**config.mk**
```make
export PLATFORM = sky130hd
export DESIGN_NAME = cpu_top
export DESIGN_NICKNAME = d
export VERILOG_FILES = /design/src/common/cpu_pkg.sv /design/src/common/id_ex_if.sv /design/src/decode/instr_decoder.sv /design/src/decode/reg_file.sv /design/src/cpu_top.sv /design/src/execute_unit.sv /design/src/fetch_unit.sv /design/src/id_ex_stage.sv
export SDC_FILE = /design/constraint.sdc
export NUM_CORES = 1
export LEC_CHECK = 0
export BUFFER_PORTS_ARGS = -buffer_cell sky130_fd_sc_hd__buf_4
export CORE_ASPECT_RATIO = 1.25
export CORE_MARGIN = 2
export CORE_UTILIZATION = 53
export CTS_CLUSTER_SIZE = 8
export DETAILED_ROUTE_END_ITERATION = 16
export PLACE_DENSITY = 0.76
export SETUP_SLACK_MARGIN = 0.05
export SLEW_MARGIN = 20
export SYNTH_ARGS = -nofsm -noshare
export SYNTH_HDL_FRONTEND = slang
export SYNTH_HIERARCHICAL = 1
export SYNTH_SLANG_ARGS = --single-unit
```
**constraint.sdc**
```tcl
create_clock -name clk -period 4.4 [get_ports clk]
set_input_delay 0.88 -clock clk [delete_from_list [all_inputs] [get_ports clk]]
set_output_delay 0.88 -clock clk [all_outputs]
set_load 0.05 [all_outputs]
```
**src/common/cpu_pkg.sv**
```systemverilog
package cpu_pkg;

    typedef logic [15:0] word_t;
    typedef logic [1:0]  reg_idx_t;

    typedef enum logic [3:0] {
        OP_ADD = 4'h0,
        OP_SUB = 4'h1,
        OP_AND = 4'h2,
        OP_OR  = 4'h3,
        OP_ADI = 4'h4,
        OP_LWD = 4'h5,
        OP_SWD = 4'h6,
        OP_BEQ = 4'h7,
        OP_NOP = 4'hf
    } opcode_t;

    typedef enum logic [1:0] {
        ALU_ADD,
        ALU_SUB,
        ALU_AND,
        ALU_OR
    } alu_op_t;

    // Decoded control strobes that travel with an instruction into EX
    typedef struct packed {
        alu_op_t alu_op;
        logic    alu_src_imm;
        logic    mem_read;
        logic    mem_write;
        logic    branch;
        logic    reg_write;
        logic    mem_to_reg;
    } ctrl_t;

    localparam ctrl_t CTRL_NONE = '{alu_op: ALU_ADD, default: 1'b0};

    // Instruction field positions
    localparam int OPC_MSB = 15;
    localparam int OPC_LSB = 12;
    localparam int RS_MSB  = 11;
    localparam int RS_LSB  = 10;
    localparam int RT_MSB  = 9;
    localparam int RT_LSB  = 8;
    localparam int RD_MSB  = 7;
    localparam int RD_LSB  = 6;
    localparam int IMM_MSB = 7;
    localparam int IMM_LSB = 0;

    localparam word_t INSTR_NOP = {OP_NOP, 12'h000};

endpackage

```
**src/common/id_ex_if.sv**
```systemverilog
`timescale 1ns/1ps

interface id_ex_if;

    cpu_pkg::word_t    pc;
    cpu_pkg::word_t    rdata1;
    cpu_pkg::word_t    rdata2;
    cpu_pkg::word_t    imm;
    cpu_pkg::reg_idx_t dest;
    cpu_pkg::ctrl_t    ctrl;

    modport src (
        output pc,
        output rdata1,
        output rdata2,
        output imm,
        output dest,
        output ctrl
    );

    modport dst (
        input pc,
        input rdata1,
        input rdata2,
        input imm,
        input dest,
        input ctrl
    );

endinterface

```
**src/decode/instr_decoder.sv**
```systemverilog
`timescale 1ns/1ps

module instr_decoder (
    input  cpu_pkg::word_t    if_instr,
    output cpu_pkg::reg_idx_t rs_idx,
    output cpu_pkg::reg_idx_t rt_idx,
    output cpu_pkg::reg_idx_t dest,
    output cpu_pkg::word_t    imm,
    output cpu_pkg::ctrl_t    ctrl
);

    cpu_pkg::opcode_t  opcode;
    cpu_pkg::reg_idx_t rd_idx;

    assign opcode = cpu_pkg::opcode_t'(if_instr[cpu_pkg::OPC_MSB:cpu_pkg::OPC_LSB]);
    assign rs_idx = if_instr[cpu_pkg::RS_MSB:cpu_pkg::RS_LSB];
    assign rt_idx = if_instr[cpu_pkg::RT_MSB:cpu_pkg::RT_LSB];
    assign rd_idx = if_instr[cpu_pkg::RD_MSB:cpu_pkg::RD_LSB];

    assign imm = {{8{if_instr[cpu_pkg::IMM_MSB]}},
                  if_instr[cpu_pkg::IMM_MSB:cpu_pkg::IMM_LSB]};

    always_comb begin
        ctrl = cpu_pkg::CTRL_NONE;
        dest = rd_idx;
        case (opcode)
            cpu_pkg::OP_ADD: begin
                ctrl.reg_write = 1'b1;
            end
            cpu_pkg::OP_SUB: begin
                ctrl.alu_op    = cpu_pkg::ALU_SUB;
                ctrl.reg_write = 1'b1;
            end
            cpu_pkg::OP_AND: begin
                ctrl.alu_op    = cpu_pkg::ALU_AND;
                ctrl.reg_write = 1'b1;
            end
            cpu_pkg::OP_OR: begin
                ctrl.alu_op    = cpu_pkg::ALU_OR;
                ctrl.reg_write = 1'b1;
            end
            cpu_pkg::OP_ADI: begin
                ctrl.alu_src_imm = 1'b1;
                ctrl.reg_write   = 1'b1;
                dest             = rt_idx;
            end
            cpu_pkg::OP_LWD: begin
                ctrl.alu_src_imm = 1'b1;
                ctrl.mem_read    = 1'b1;
                ctrl.reg_write   = 1'b1;
                ctrl.mem_to_reg  = 1'b1;
                dest             = rt_idx;
            end
            cpu_pkg::OP_SWD: begin
                // Address comes out of the ALU as rs plus the immediate
                ctrl.alu_src_imm = 1'b1;
                ctrl.mem_write   = 1'b1;
            end
            cpu_pkg::OP_BEQ: begin
                ctrl.branch = 1'b1;
            end
            default: begin
                ctrl = cpu_pkg::CTRL_NONE;
            end
        endcase
    end

endmodule

```
**src/decode/reg_file.sv**
```systemverilog
`timescale 1ns/1ps

module reg_file (
    input  logic              clk,
    input  logic              arst_n,
    input  cpu_pkg::reg_idx_t rs_idx,
    input  cpu_pkg::reg_idx_t rt_idx,
    output cpu_pkg::word_t    rdata1,
    output cpu_pkg::word_t    rdata2,
    input  logic              wb_en,
    input  cpu_pkg::reg_idx_t wb_idx,
    input  cpu_pkg::word_t    wb_data
);

    cpu_pkg::word_t regs [4];

    // No write-through, a write is seen by ID one cycle after it retires
    assign rdata1 = regs[rs_idx];
    assign rdata2 = regs[rt_idx];

    always_ff @(posedge clk or negedge arst_n) begin
        if (!arst_n) begin
            for (int i = 0; i < 4; i++) begin
                regs[i] <= '0;
            end
        end else if (wb_en) begin
            regs[wb_idx] <= wb_data;
        end
    end

endmodule

```
**src/cpu_top.sv**
```systemverilog
`timescale 1ns/1ps

module cpu_top #(
    parameter cpu_pkg::word_t RESET_PC = '0
) (
    input  logic              clk,
    input  logic              arst_n,
    output cpu_pkg::word_t    imem_addr,
    input  cpu_pkg::word_t    imem_data,
    output cpu_pkg::word_t    dmem_addr,
    output cpu_pkg::word_t    dmem_wdata,
    output logic              dmem_read,
    output logic              dmem_write,
    input  cpu_pkg::word_t    dmem_rdata,
    output logic              wb_valid,
    output cpu_pkg::reg_idx_t wb_idx,
    output cpu_pkg::word_t    wb_data
);

    cpu_pkg::word_t    if_pc;
    cpu_pkg::word_t    if_instr;
    cpu_pkg::reg_idx_t rs_idx;
    cpu_pkg::reg_idx_t rt_idx;
    logic              branch_taken;
    cpu_pkg::word_t    branch_target;

    id_ex_if dec_bus ();
    id_ex_if ex_bus ();

    assign dec_bus.pc = if_pc;

    fetch_unit #(
        .RESET_PC (RESET_PC)
    ) u_fetch (
        .clk           (clk),
        .arst_n        (arst_n),
        .branch_taken  (branch_taken),
        .branch_target (branch_target),
        .imem_addr     (imem_addr),
        .imem_data     (imem_data),
        .if_pc         (if_pc),
        .if_instr      (if_instr)
    );

    instr_decoder u_decoder (
        .if_instr (if_instr),
        .rs_idx   (rs_idx),
        .rt_idx   (rt_idx),
        .dest     (dec_bus.dest),
        .imm      (dec_bus.imm),
        .ctrl     (dec_bus.ctrl)
    );

    reg_file u_reg_file (
        .clk     (clk),
        .arst_n  (arst_n),
        .rs_idx  (rs_idx),
        .rt_idx  (rt_idx),
        .rdata1  (dec_bus.rdata1),
        .rdata2  (dec_bus.rdata2),
        .wb_en   (wb_valid),
        .wb_idx  (wb_idx),
        .wb_data (wb_data)
    );

    id_ex_stage u_id_ex (
        .clk    (clk),
        .arst_n (arst_n),
        .flush  (branch_taken),
        .dec    (dec_bus),
        .ex     (ex_bus)
    );

    execute_unit u_execute (
        .ex            (ex_bus),
        .dmem_addr     (dmem_addr),
        .dmem_wdata    (dmem_wdata),
        .dmem_read     (dmem_read),
        .dmem_write    (dmem_write),
        .dmem_rdata    (dmem_rdata),
        .wb_en         (wb_valid),
        .wb_idx        (wb_idx),
        .wb_data       (wb_data),
        .branch_taken  (branch_taken),
        .branch_target (branch_target)
    );

endmodule

```
**src/execute_unit.sv**
```systemverilog
`timescale 1ns/1ps

module execute_unit (
    id_ex_if.dst              ex,
    output cpu_pkg::word_t    dmem_addr,
    output cpu_pkg::word_t    dmem_wdata,
    output logic              dmem_read,
    output logic              dmem_write,
    input  cpu_pkg::word_t    dmem_rdata,
    output logic              wb_en,
    output cpu_pkg::reg_idx_t wb_idx,
    output cpu_pkg::word_t    wb_data,
    output logic              branch_taken,
    output cpu_pkg::word_t    branch_target
);

    cpu_pkg::word_t op_b;
    cpu_pkg::word_t alu_result;

    assign op_b = ex.ctrl.alu_src_imm ? ex.imm : ex.rdata2;

    always_comb begin
        case (ex.ctrl.alu_op)
            cpu_pkg::ALU_ADD: alu_result = ex.rdata1 + op_b;
            cpu_pkg::ALU_SUB: alu_result = ex.rdata1 - op_b;
            cpu_pkg::ALU_AND: alu_result = ex.rdata1 & op_b;
            cpu_pkg::ALU_OR:  alu_result = ex.rdata1 | op_b;
            default:          alu_result = '0;
        endcase
    end

    // Branch target is relative to the word after the branch
    assign branch_taken  = ex.ctrl.branch && (ex.rdata1 == ex.rdata2);
    assign branch_target = ex.pc + 16'd1 + ex.imm;

    // Loads and stores decode with the immediate on operand B and an add,
    // so the ALU result is already rs plus the immediate
    assign dmem_addr  = alu_result;
    assign dmem_wdata = ex.rdata2;
    assign dmem_read  = ex.ctrl.mem_read;
    assign dmem_write = ex.ctrl.mem_write;

    assign wb_en   = ex.ctrl.reg_write;
    assign wb_idx  = ex.dest;
    assign wb_data = ex.ctrl.mem_to_reg ? dmem_rdata : alu_result;

endmodule

```
**src/fetch_unit.sv**
```systemverilog
`timescale 1ns/1ps

module fetch_unit #(
    parameter cpu_pkg::word_t RESET_PC = '0
) (
    input  logic           clk,
    input  logic           arst_n,
    input  logic           branch_taken,
    input  cpu_pkg::word_t branch_target,
    output cpu_pkg::word_t imem_addr,
    input  cpu_pkg::word_t imem_data,
    output cpu_pkg::word_t if_pc,
    output cpu_pkg::word_t if_instr
);

    cpu_pkg::word_t pc;

    assign imem_addr = pc;

    always_ff @(posedge clk or negedge arst_n) begin
        if (!arst_n) begin
            pc       <= RESET_PC;
            if_instr <= cpu_pkg::INSTR_NOP;
        end else if (branch_taken) begin
            // The word fetched this cycle is on the wrong path
            pc       <= branch_target;
            if_instr <= cpu_pkg::INSTR_NOP;
        end else begin
            pc       <= pc + 16'd1;
            if_instr <= imem_data;
        end
    end

    always_ff @(posedge clk) begin
        if_pc <= pc;
    end

endmodule

```
**src/id_ex_stage.sv**
```systemverilog
`timescale 1ns/1ps

module id_ex_stage (
    input  logic   clk,
    input  logic   arst_n,
    input  logic   flush,
    id_ex_if.dst   dec,
    id_ex_if.src   ex
);

    // Only the strobes decide whether the slot does anything
    always_ff @(posedge clk or negedge arst_n) begin
        if (!arst_n) begin
            ex.ctrl <= cpu_pkg::CTRL_NONE;
        end else if (flush) begin
            ex.ctrl <= cpu_pkg::CTRL_NONE;
        end else begin
            ex.ctrl <= dec.ctrl;
        end
    end

    always_ff @(posedge clk) begin
        ex.pc     <= dec.pc;
        ex.rdata1 <= dec.rdata1;
        ex.rdata2 <= dec.rdata2;
        ex.imm    <= dec.imm;
        ex.dest   <= dec.dest;
    end

endmodule
```
# Word level (Yosys, flattened, before mapping)
# Cells that the tools add are included.
[word_totals]
regBits = 178
output_inout_bits = 69
wordCells = 73
[op_classes]
addsub = 5
order_cmp = 4
n_eq_ne = 11
n_mux = 22
bitwise_logic = 5
reduce_logical = 7
[op_table]
columns = ["cell", "n"]
rows = [
  ["$mux W16", 9],
  ["$bmux W16 S2", 2],
  ["$bwmux W64", 1],
  ["$pmux W16 S4", 1],
  ["$add A16 B1 Y16 const B", 2],
  ["$add A16 B16 Y16", 2],
  ["$demux W16 S2", 1],
  ["$and A16 B16 Y16", 1],
  ["$eq A16 B16 Y1", 1],
  ["$eq A4 B3 Y1 const B", 4],
  ["$or A16 B16 Y16", 1],
  ["$sub A16 B16 Y16", 1],
  ["$ge A3 B3 Y1 const B", 3],
  ["$not A2 Y3", 3],
  ["$eq A4 B2 Y1 const B", 2],
  ["$mux W8", 1],
  ["$pmux W2 S3", 1],
  ["$reduce_or A6 Y1", 1],
  ["$mux W1", 5],
  ["$eq A2 B2 Y1 const B", 2],
  ["$eq A4 B1 Y1 const B", 1],
  ["$logic_not A4 Y1", 1],
  ["$lt A3 B1 Y1 const B", 1],
  ["$reduce_or A3 Y1", 1],
  ["5 further kinds", 6],
]

# Logic depth before layout (Yosys ltp)
# Gate-level depths: netlist of the first run.
[depth]
ltp_word = 6
ltp_mapped = 18
ltp_nobuf = 15

# Hierarchy
# Netlist of the first run, hierarchy kept.
[modules_own_cells]
columns = ["module", "instances", "cells_each", "area_per_inst_um2", "seq_area_each_um2"]
rows = [
  ["reg_file", 1, 176, 3174.3, 1601.5],
  ["execute_unit", 1, 404, 3020.4, 0.0],
  ["fetch_unit", 1, 140, 1717.9, 1126.1],
  ["id_ex_stage", 1, 82, 1571.5, 1521.5],
  ["instr_decoder", 1, 33, 246.5, 0.0],
]

# Worst setup path after synthesis of the first run
# OpenSTA, ideal clock, no wires.
[synth_path]
path_type = "reg-to-output"
from = "reg u_id_ex/ex.ctrl[5] (netlist name)"
to = "out wb_data[15]"
arrival_ns = 4.385
required_ns = 3.520
path_slack_ns = -0.865
path_stages_with_launch = 17
cell_sequence = "dfrtp_1 -> buf_6 -> buf_12 -> buf_6 -> mux2i_1 -> ha_1 -> nand2_1 -> o31ai_1 -> xnor2_1 -> ha_1 -> a21oi_2 -> a21o_1 -> nand2_1 -> o41ai_2 -> o21ai_0 -> and3_1 -> nor3_1"
[synth_between]
elab_chain_cells = 4
elab_cells_between_ends = 7
classes_between = "add/sub (2); mux (3); bitwise (2)"
[synth_rtl]
columns = ["element", "line_no", "source"]
rows = [
  ["$mux W16 (*)", "execute_unit.sv:20", "assign op_b = ex.ctrl.alu_src_imm ? ex.imm : ex.rdata2;"],
  ["$sub A16 B16 Y16, or another cell as far along", "execute_unit.sv:25", "cpu_pkg::ALU_SUB: alu_result = ex.rdata1 - op_b;"],
  ["$pmux W16 S4 (*)", "execute_unit.sv:23", "case (ex.ctrl.alu_op)"],
  ["$mux W16 (*)", "execute_unit.sv:45", "assign wb_data = ex.ctrl.mem_to_reg ? dmem_rdata : alu_result;"],
  ["end: declaration", "cpu_top.sv:17", "output cpu_pkg::word_t wb_data"],
]
# Mark *: on every way between the ends. The rest lies on a longest branch, timed or not.

# Final worst setup path of the first run
[layout_path]
from = "reg u_id_ex/ex.ctrl[5] (netlist name)"
to = "out wb_data[11]"
[layout_between]
elab_chain_cells = 4
elab_cells_between_ends = 7
classes_between = "add/sub (2); mux (3); bitwise (2)"
[layout_rtl]
columns = ["element", "line_no"]
rows = [
  ["$mux W16 (*)", "execute_unit.sv:20"],
  ["$sub A16 B16 Y16, or another cell as far along", "execute_unit.sv:25"],
  ["$pmux W16 S4 (*)", "execute_unit.sv:23"],
  ["$mux W16 (*)", "execute_unit.sv:45"],
]
# Marks and branches as above.

==> results of run 1 <==
## worst min-delay path by stage
stage                         to  slack (ns)  cells after the start
6_report       u_id_ex/ex.pc[15]        0.33                      0
3_3_place_gp   u_id_ex/ex.pc[10]        0.31                      0
5_1_grt        u_id_ex/ex.pc[11]        0.34                      0
4_1_cts        u_id_ex/ex.pc[15]        0.33                      0
2_1_floorplan   u_id_ex/ex.pc[0]        0.31                      0
3_5_place_dp    u_id_ex/ex.pc[0]        0.31                      0
## final cells by class
type | instances | share of cell area, %
timing repair buffer | 168 | 12.07
multi-input combinational | 558 | 44.90
sequential | 186 | 35.01
inverter | 21 | 0.6488
tap | 228 | 2.348
clock inverter | 14 | 1.493
clock buffer | 18 | 3.532
## per-stage QoR
step,area [sq um],std cells,setup slack (ns),hold WS [ns]
6_report,12150,1193,-0.5535,0.3277
5_1_grt,12150,1193,-0.7347,0.3400
4_1_cts,11960,1184,-0.4439,0.3293
3_5_place_dp,10660,1124,-0.1386,0.3146
3_3_place_gp,10660,1124,-0.1083,0.3107
2_1_floorplan,9862,835,-0.09213,0.3096
## state kept, by name, summed over array words and instances, names as in the netlist
register           flops
u_id_ex/ex.imm        16
u_id_ex/ex.rdata2     16
u_id_ex/ex.dest        2
u_fetch/if_instr      16
u_id_ex/ex.ctrl        8
u_fetch/imem_addr     16
u_id_ex/ex.pc         16
u_fetch/if_pc         16
u_reg_file/regs       64
u_id_ex/ex.rdata1     16
## cell families after synthesis
family                   share of synthesized area [%]
AO/OA/AOI/OAI                                    8.641
XOR/XNOR                                         6.391
adder cells (fa/ha/maj)                          5.439
buffers and inverters                            5.812
flip-flops                                       43.67
multiplexers                                     19.22
AND/OR/NAND/NOR                                  10.83
## cell usage in the layout (no fill, tap or decap), types with 10 or more instances in the layout
cell type	count
dfrtp_1	97
nor2_1	27
inv_1	19
mux4_2	32
mux2_2	83
a21oi_2	12
a21oi_1	19
nand2_1	47
nand4_1	10
xnor2_1	40
nor2b_1	25
o21ai_0	23
buf_6	22
dfxtp_1	82
a21o_1	15
xor2_1	24
ha_1	31
buf_4	134
clkbuf_16	17
## critical path: cells and delay by family (launching register included)
family / cells / cell delay (ns)
xor+xnor: 2 / 0.23
compound gates: 5 / 1.21
mux: 1 / 0.30
fa+ha+maj: 1 / 0.30
buf+inv: 5 / 0.75
simple gates: 3 / 0.41
flops: 1 / 0.43
## timing repair
item,4_1_cts,5_1_grt
hold endpoints to repair,0,0
setup buffers,27,9
pin swaps,40,20
gates cloned,1,0
resized for setup,88,28
hold buffers,0,0
endpoints found under the setup margin,18,23
## layer usage
| metal | wire length (microns) | GRT usage (%) | vias to the layer above |
|---|---|---|---|
| met5 | 0 | 0 | - |
| li1 | - | - | 3164 |
| met3 | 1110 | 5.227 | 49 |
| met4 | 628 | 9.101 | 0 |
| met1 | 9928 | 30.66 | 3463 |
| met2 | 12660 | 44.38 | 259 |
==> impl_metrics.ini, run 1 <==
[route]
viasPerCell = 5.813
first_iter_violations = 534
dr.pass1.iters = 5
routed_wl_mm = 24.33
ant_nets = 0
drc = 0
vias = 6935
wl_per_cell_microns = 20.39

[worst_setup_path]
path_max_fanout = 5
cp_cell_sequence = buf_12, buf_12, nor3b_4, buf_4, nor2_1, o31ai_4, xnor2_1, ha_1, a21oi_2, a21o_1, nand2_2, o41ai_4, buf_4, xnor2_2, o21a_2, mux2_4, buf_8
startpoint_type = register
worst_setup_path_end_kind = output pin
worstSetupEndpoint = wb_data[11]
critPathKind = register to output pin
max_stage_delay_ns = 0.43
r2r_end = u_reg_file/regs[61]
r2r_cells = 18
r2r-start = u_id_ex/ex.ctrl[5]
r2r_setup_slack_ns = 0.43
critPathArrivalTime_ns = 4.07
crit_start = u_id_ex/ex.ctrl[5]
required_ns = 3.52
cpMaxStageDelayCell = dfrtp_2

[synth]
yosys-top-cells-count = dfrtp_1, mux2_2, dfxtp_1
yosysSeqAreaShare_pct = 43.67
synthFlopType = dfrtp_1
ys_types = 76
synthCells = 835
yosysTopAreaCellShare_pct = 25.72
ys_ff_latch = 186
synth_area_leaders = dfrtp_1, dfxtp_1, mux2_2
synth_edf_count = 0
ys_warn_count = 6
synth_top_cell_by_area = dfrtp_1
syn_area_sq_um = 9731
async_flop_share_pct = 55.91
yosysMostFrequentCell = dfrtp_1
syn_nets = 905
synth.avg_cell_area_sq_um = 11.65

[floorplanning]
io_pins = 103
fp-row-count = 55
die_w_microns = 125.2
dieHeight_microns = 155.5
core_area_sq_um = 18030
initial_core_util_pct = 53.97
die_area_sq_um = 19470

[global_route]
grt_pass1_wl_mm = 38.09
antenna_found_initial = 0
track_usage_pct = 25.19
grt_remaining_overflow = 0
grt_max_degree = 78
grt_pass1_vias = 7117

[cts]
cts_tree = built
cts_buffers = 17
ctsHtreeMaxLevel = 4
root_buffer = clkbuf_16
cts.clk_slew.worst_paths_ns = 0.07
worstSkewPairLatency_ns = 0.44
cts_buffer_depth = 2
cts.sinks = 186

[layout]
area_growth_pct = 24.86
drive_above_1_share_pct = 44.77
multi_input_area_sq_um = 5455
final-seq-area_sq_um = 4253
num-fill-cells = 1260
finish.utilization_pct = 67.38
nNetsFinal = 1022
antenna_cells = 0

[sta]
hold_viol = 0
fin_ws_ns = -0.5535
tns_ns = -5.420
rsz0062_at_grt = yes
timing.final.crit_share_pct = 112.6
slew_headroom_pct = 34.37
final-setup-viol-count = 19
post-route-min-period_ns = 4.954
max_freq_mhz = 201.9
worst_pin_slew_ns = 0.9845
skew_ns = 0.01827
slew_violations = 0

[min_path]
hp-start = u_fetch/if_pc[15]
hp-class = register to register

[placement]
globalplace.congestion = 0.9137
place_hpwl_mm = 16.11
io_buffers = 102

[outcome]
status = finished with violations
violations = negative setup slack

[flow_run]
drv_cap = 0
Power of run 1 is not shown: default switching activity piles up to over one toggle a cycle in this logic, so the estimate is an artifact.
==> run 2, diff against run 1 <==
--- a/config.mk
+++ b/config.mk
@@ -11,7 +11,7 @@
 export CORE_UTILIZATION = 53
 export CTS_CLUSTER_SIZE = 8
 export DETAILED_ROUTE_END_ITERATION = 16
-export PLACE_DENSITY = 0.76
+export PLACE_DENSITY = 0.73
 export SETUP_SLACK_MARGIN = 0.05
 export SLEW_MARGIN = 20
 export SYNTH_ARGS = -nofsm -noshare
==> constraint.sdc (replaced) <==
create_clock -name clk -period 5.79 [get_ports clk]
set_input_delay 1.158 -clock clk [delete_from_list [all_inputs] [get_ports clk]]
set_output_delay 1.158 -clock clk [all_outputs]
set_load 0.05 [all_outputs]
==> run 2 against run 1 <==
  * Largest cell class unchanged
  * The flow now finishes without violations
  * Flip-flop and latch count unchanged
  * Non-clock buffer count down 57
  * Utilization decreased by 6.4 points
  * Via count decreased by 7.3%
  * Register-to-register slack improved by 1.3 ns
  * Critical path type unchanged
  * Die area unchanged
==> impl_metrics.ini, run 2 (same netlist as run 1, synthesis figures left out) <==
[worst_setup_path]
startpoint_type = register
r2r_setup_slack_ns = 1.71
crit_start = u_id_ex/ex.ctrl[5]
critPathKind = register to output pin
worstSetupEndpoint = wb_data[13]
path_max_fanout = 21
r2r_cells = 14
required_ns = 4.63
r2r-start = u_id_ex/ex.ctrl[5]
critPathArrivalTime_ns = 4.31
worst_setup_path_end_kind = output pin
r2r_end = u_reg_file/regs[29]

[route]
viasPerCell = 5.662
first_iter_violations = 383
ant_nets = 0
wl_per_cell_microns = 19.00
vias = 6432
routed_wl_mm = 21.59
dr.pass1.iters = 5
drc = 0

[layout]
antenna_cells = 0
num-fill-cells = 1481
regMostFlops = u_reg_file/regs
drive_above_1_share_pct = 34.69
mostFrequentLayoutCell = buf_4
nNetsFinal = 965
multi_input_area_sq_um = 4940
area_growth_pct = 12.94
largest_reg_flops = 64
mostFrequentLayoutCells = buf_4, dfrtp_1, mux2_2
final-seq-area_sq_um = 4252

[sta]
rsz0062_at_grt = no
whs_ns = 0.3270
slew_violations = 0
post-route-min-period_ns = 5.470
final-setup-viol-count = 0
slew_headroom_pct = 34.74
hold_viol = 0
worst_pin_slew_ns = 0.9779
timing.final.crit_share_pct = 94.48
max_freq_mhz = 182.8
skew_ns = 0.009759
tns_ns = 0

[floorplanning]
die_w_microns = 125.2
core_area_sq_um = 18030
initial_core_util_pct = 53.97
die_area_sq_um = 19470
fp-row-count = 55
io_pins = 103
dieHeight_microns = 155.5

[placement]
io_buffers = 102
place_hpwl_mm = 16.12
globalplace.congestion = 0.9812

[global_route]
antenna_found_initial = 0
grt_remaining_overflow = 0
track_usage_pct = 22.69
grt_pass1_vias = 6425
grt_pass1_wl_mm = 34.36
grt_max_degree = 58

[cts]
root_buffer = clkbuf_16
cts.sinks = 186
cts_tree = built
worstSkewPairLatency_ns = 0.43
cts_buffers = 17
post_cts_buffers = 0
cts_buffer_depth = 2
cts.clk_slew.worst_paths_ns = 0.07
ctsHtreeMaxLevel = 4

[flow_run]
drv_cap = 0

[outcome]
status = completed

[min_path]
hp-class = register to register
[run 2: worst min-delay path by stage]
stage,endpoint,slack [ns],depth (start not counted),start
finish,u_id_ex/ex.pc[7],0.33,0,u_fetch/if_pc[7]
global placement,u_id_ex/ex.pc[9],0.31,0,u_fetch/if_pc[9]
CTS,u_id_ex/ex.pc[7],0.33,0,u_fetch/if_pc[7]
floorplan,u_id_ex/ex.pc[0],0.31,0,u_fetch/if_pc[0]
global route,u_id_ex/ex.pc[7],0.33,0,u_fetch/if_pc[7]
detailed placement,u_id_ex/ex.pc[10],0.31,0,u_fetch/if_pc[10]
[run 2: routing by layer]
metal	vias up	wire length (microns)	GRT usage, %
met1	3208	9271	28.47
met2	137	11160	39.91
met4	0	420	7.884
met3	28	737	3.680
li1	3059	-	-
met5	-	0	0
[run 2: layout make-up]
type	count	area share, %
clock buffers	18	3.905
inverters	21	0.7173
repair buffers	111	7.583
well taps	228	2.596
clock inverters	14	1.560
multi-input cells	558	44.95
flip-flops and latches	186	38.69
[run 2: worst max-delay path, cell delays in order (launching register included)]
cell and delay [ns]:
dfrtp_2 0.53, buf_4 0.34, mux2_2 0.42, nor3_2 0.20, a31oi_1 0.19, xor2_1 0.21
ha_1 0.39, a21o_1 0.20, a21oi_1 0.14, nor2b_1 0.06, nor4_1 0.40, xor2_1 0.19
o21ai_1 0.09, mux2_2 0.32, buf_4 0.20
[run 2: what timing repair did]
item	4_1_cts	5_1_grt
pin swaps	0	0
hold buffers	0	0
setup endpoints to repair	1	3
resized for setup	1	4
[run 2: metrics by stage]
stage | instance area, sq um | instances | setup WS, ns | util, %
after CTS | 10970 | 1136 | 0.1172 | 60.87
final | 10990 | 1136 | 0.3195 | 60.95
after global routing | 10990 | 1136 | 0.06206 | 60.95
after global placement | 10370 | 1104 | 0.5976 | 57.51
after detailed placement | 10370 | 1104 | 0.4768 | 57.51
after floorplan | 9731 | 835 | 0.2474 | -
Power of run 2 is left out for the same reason.
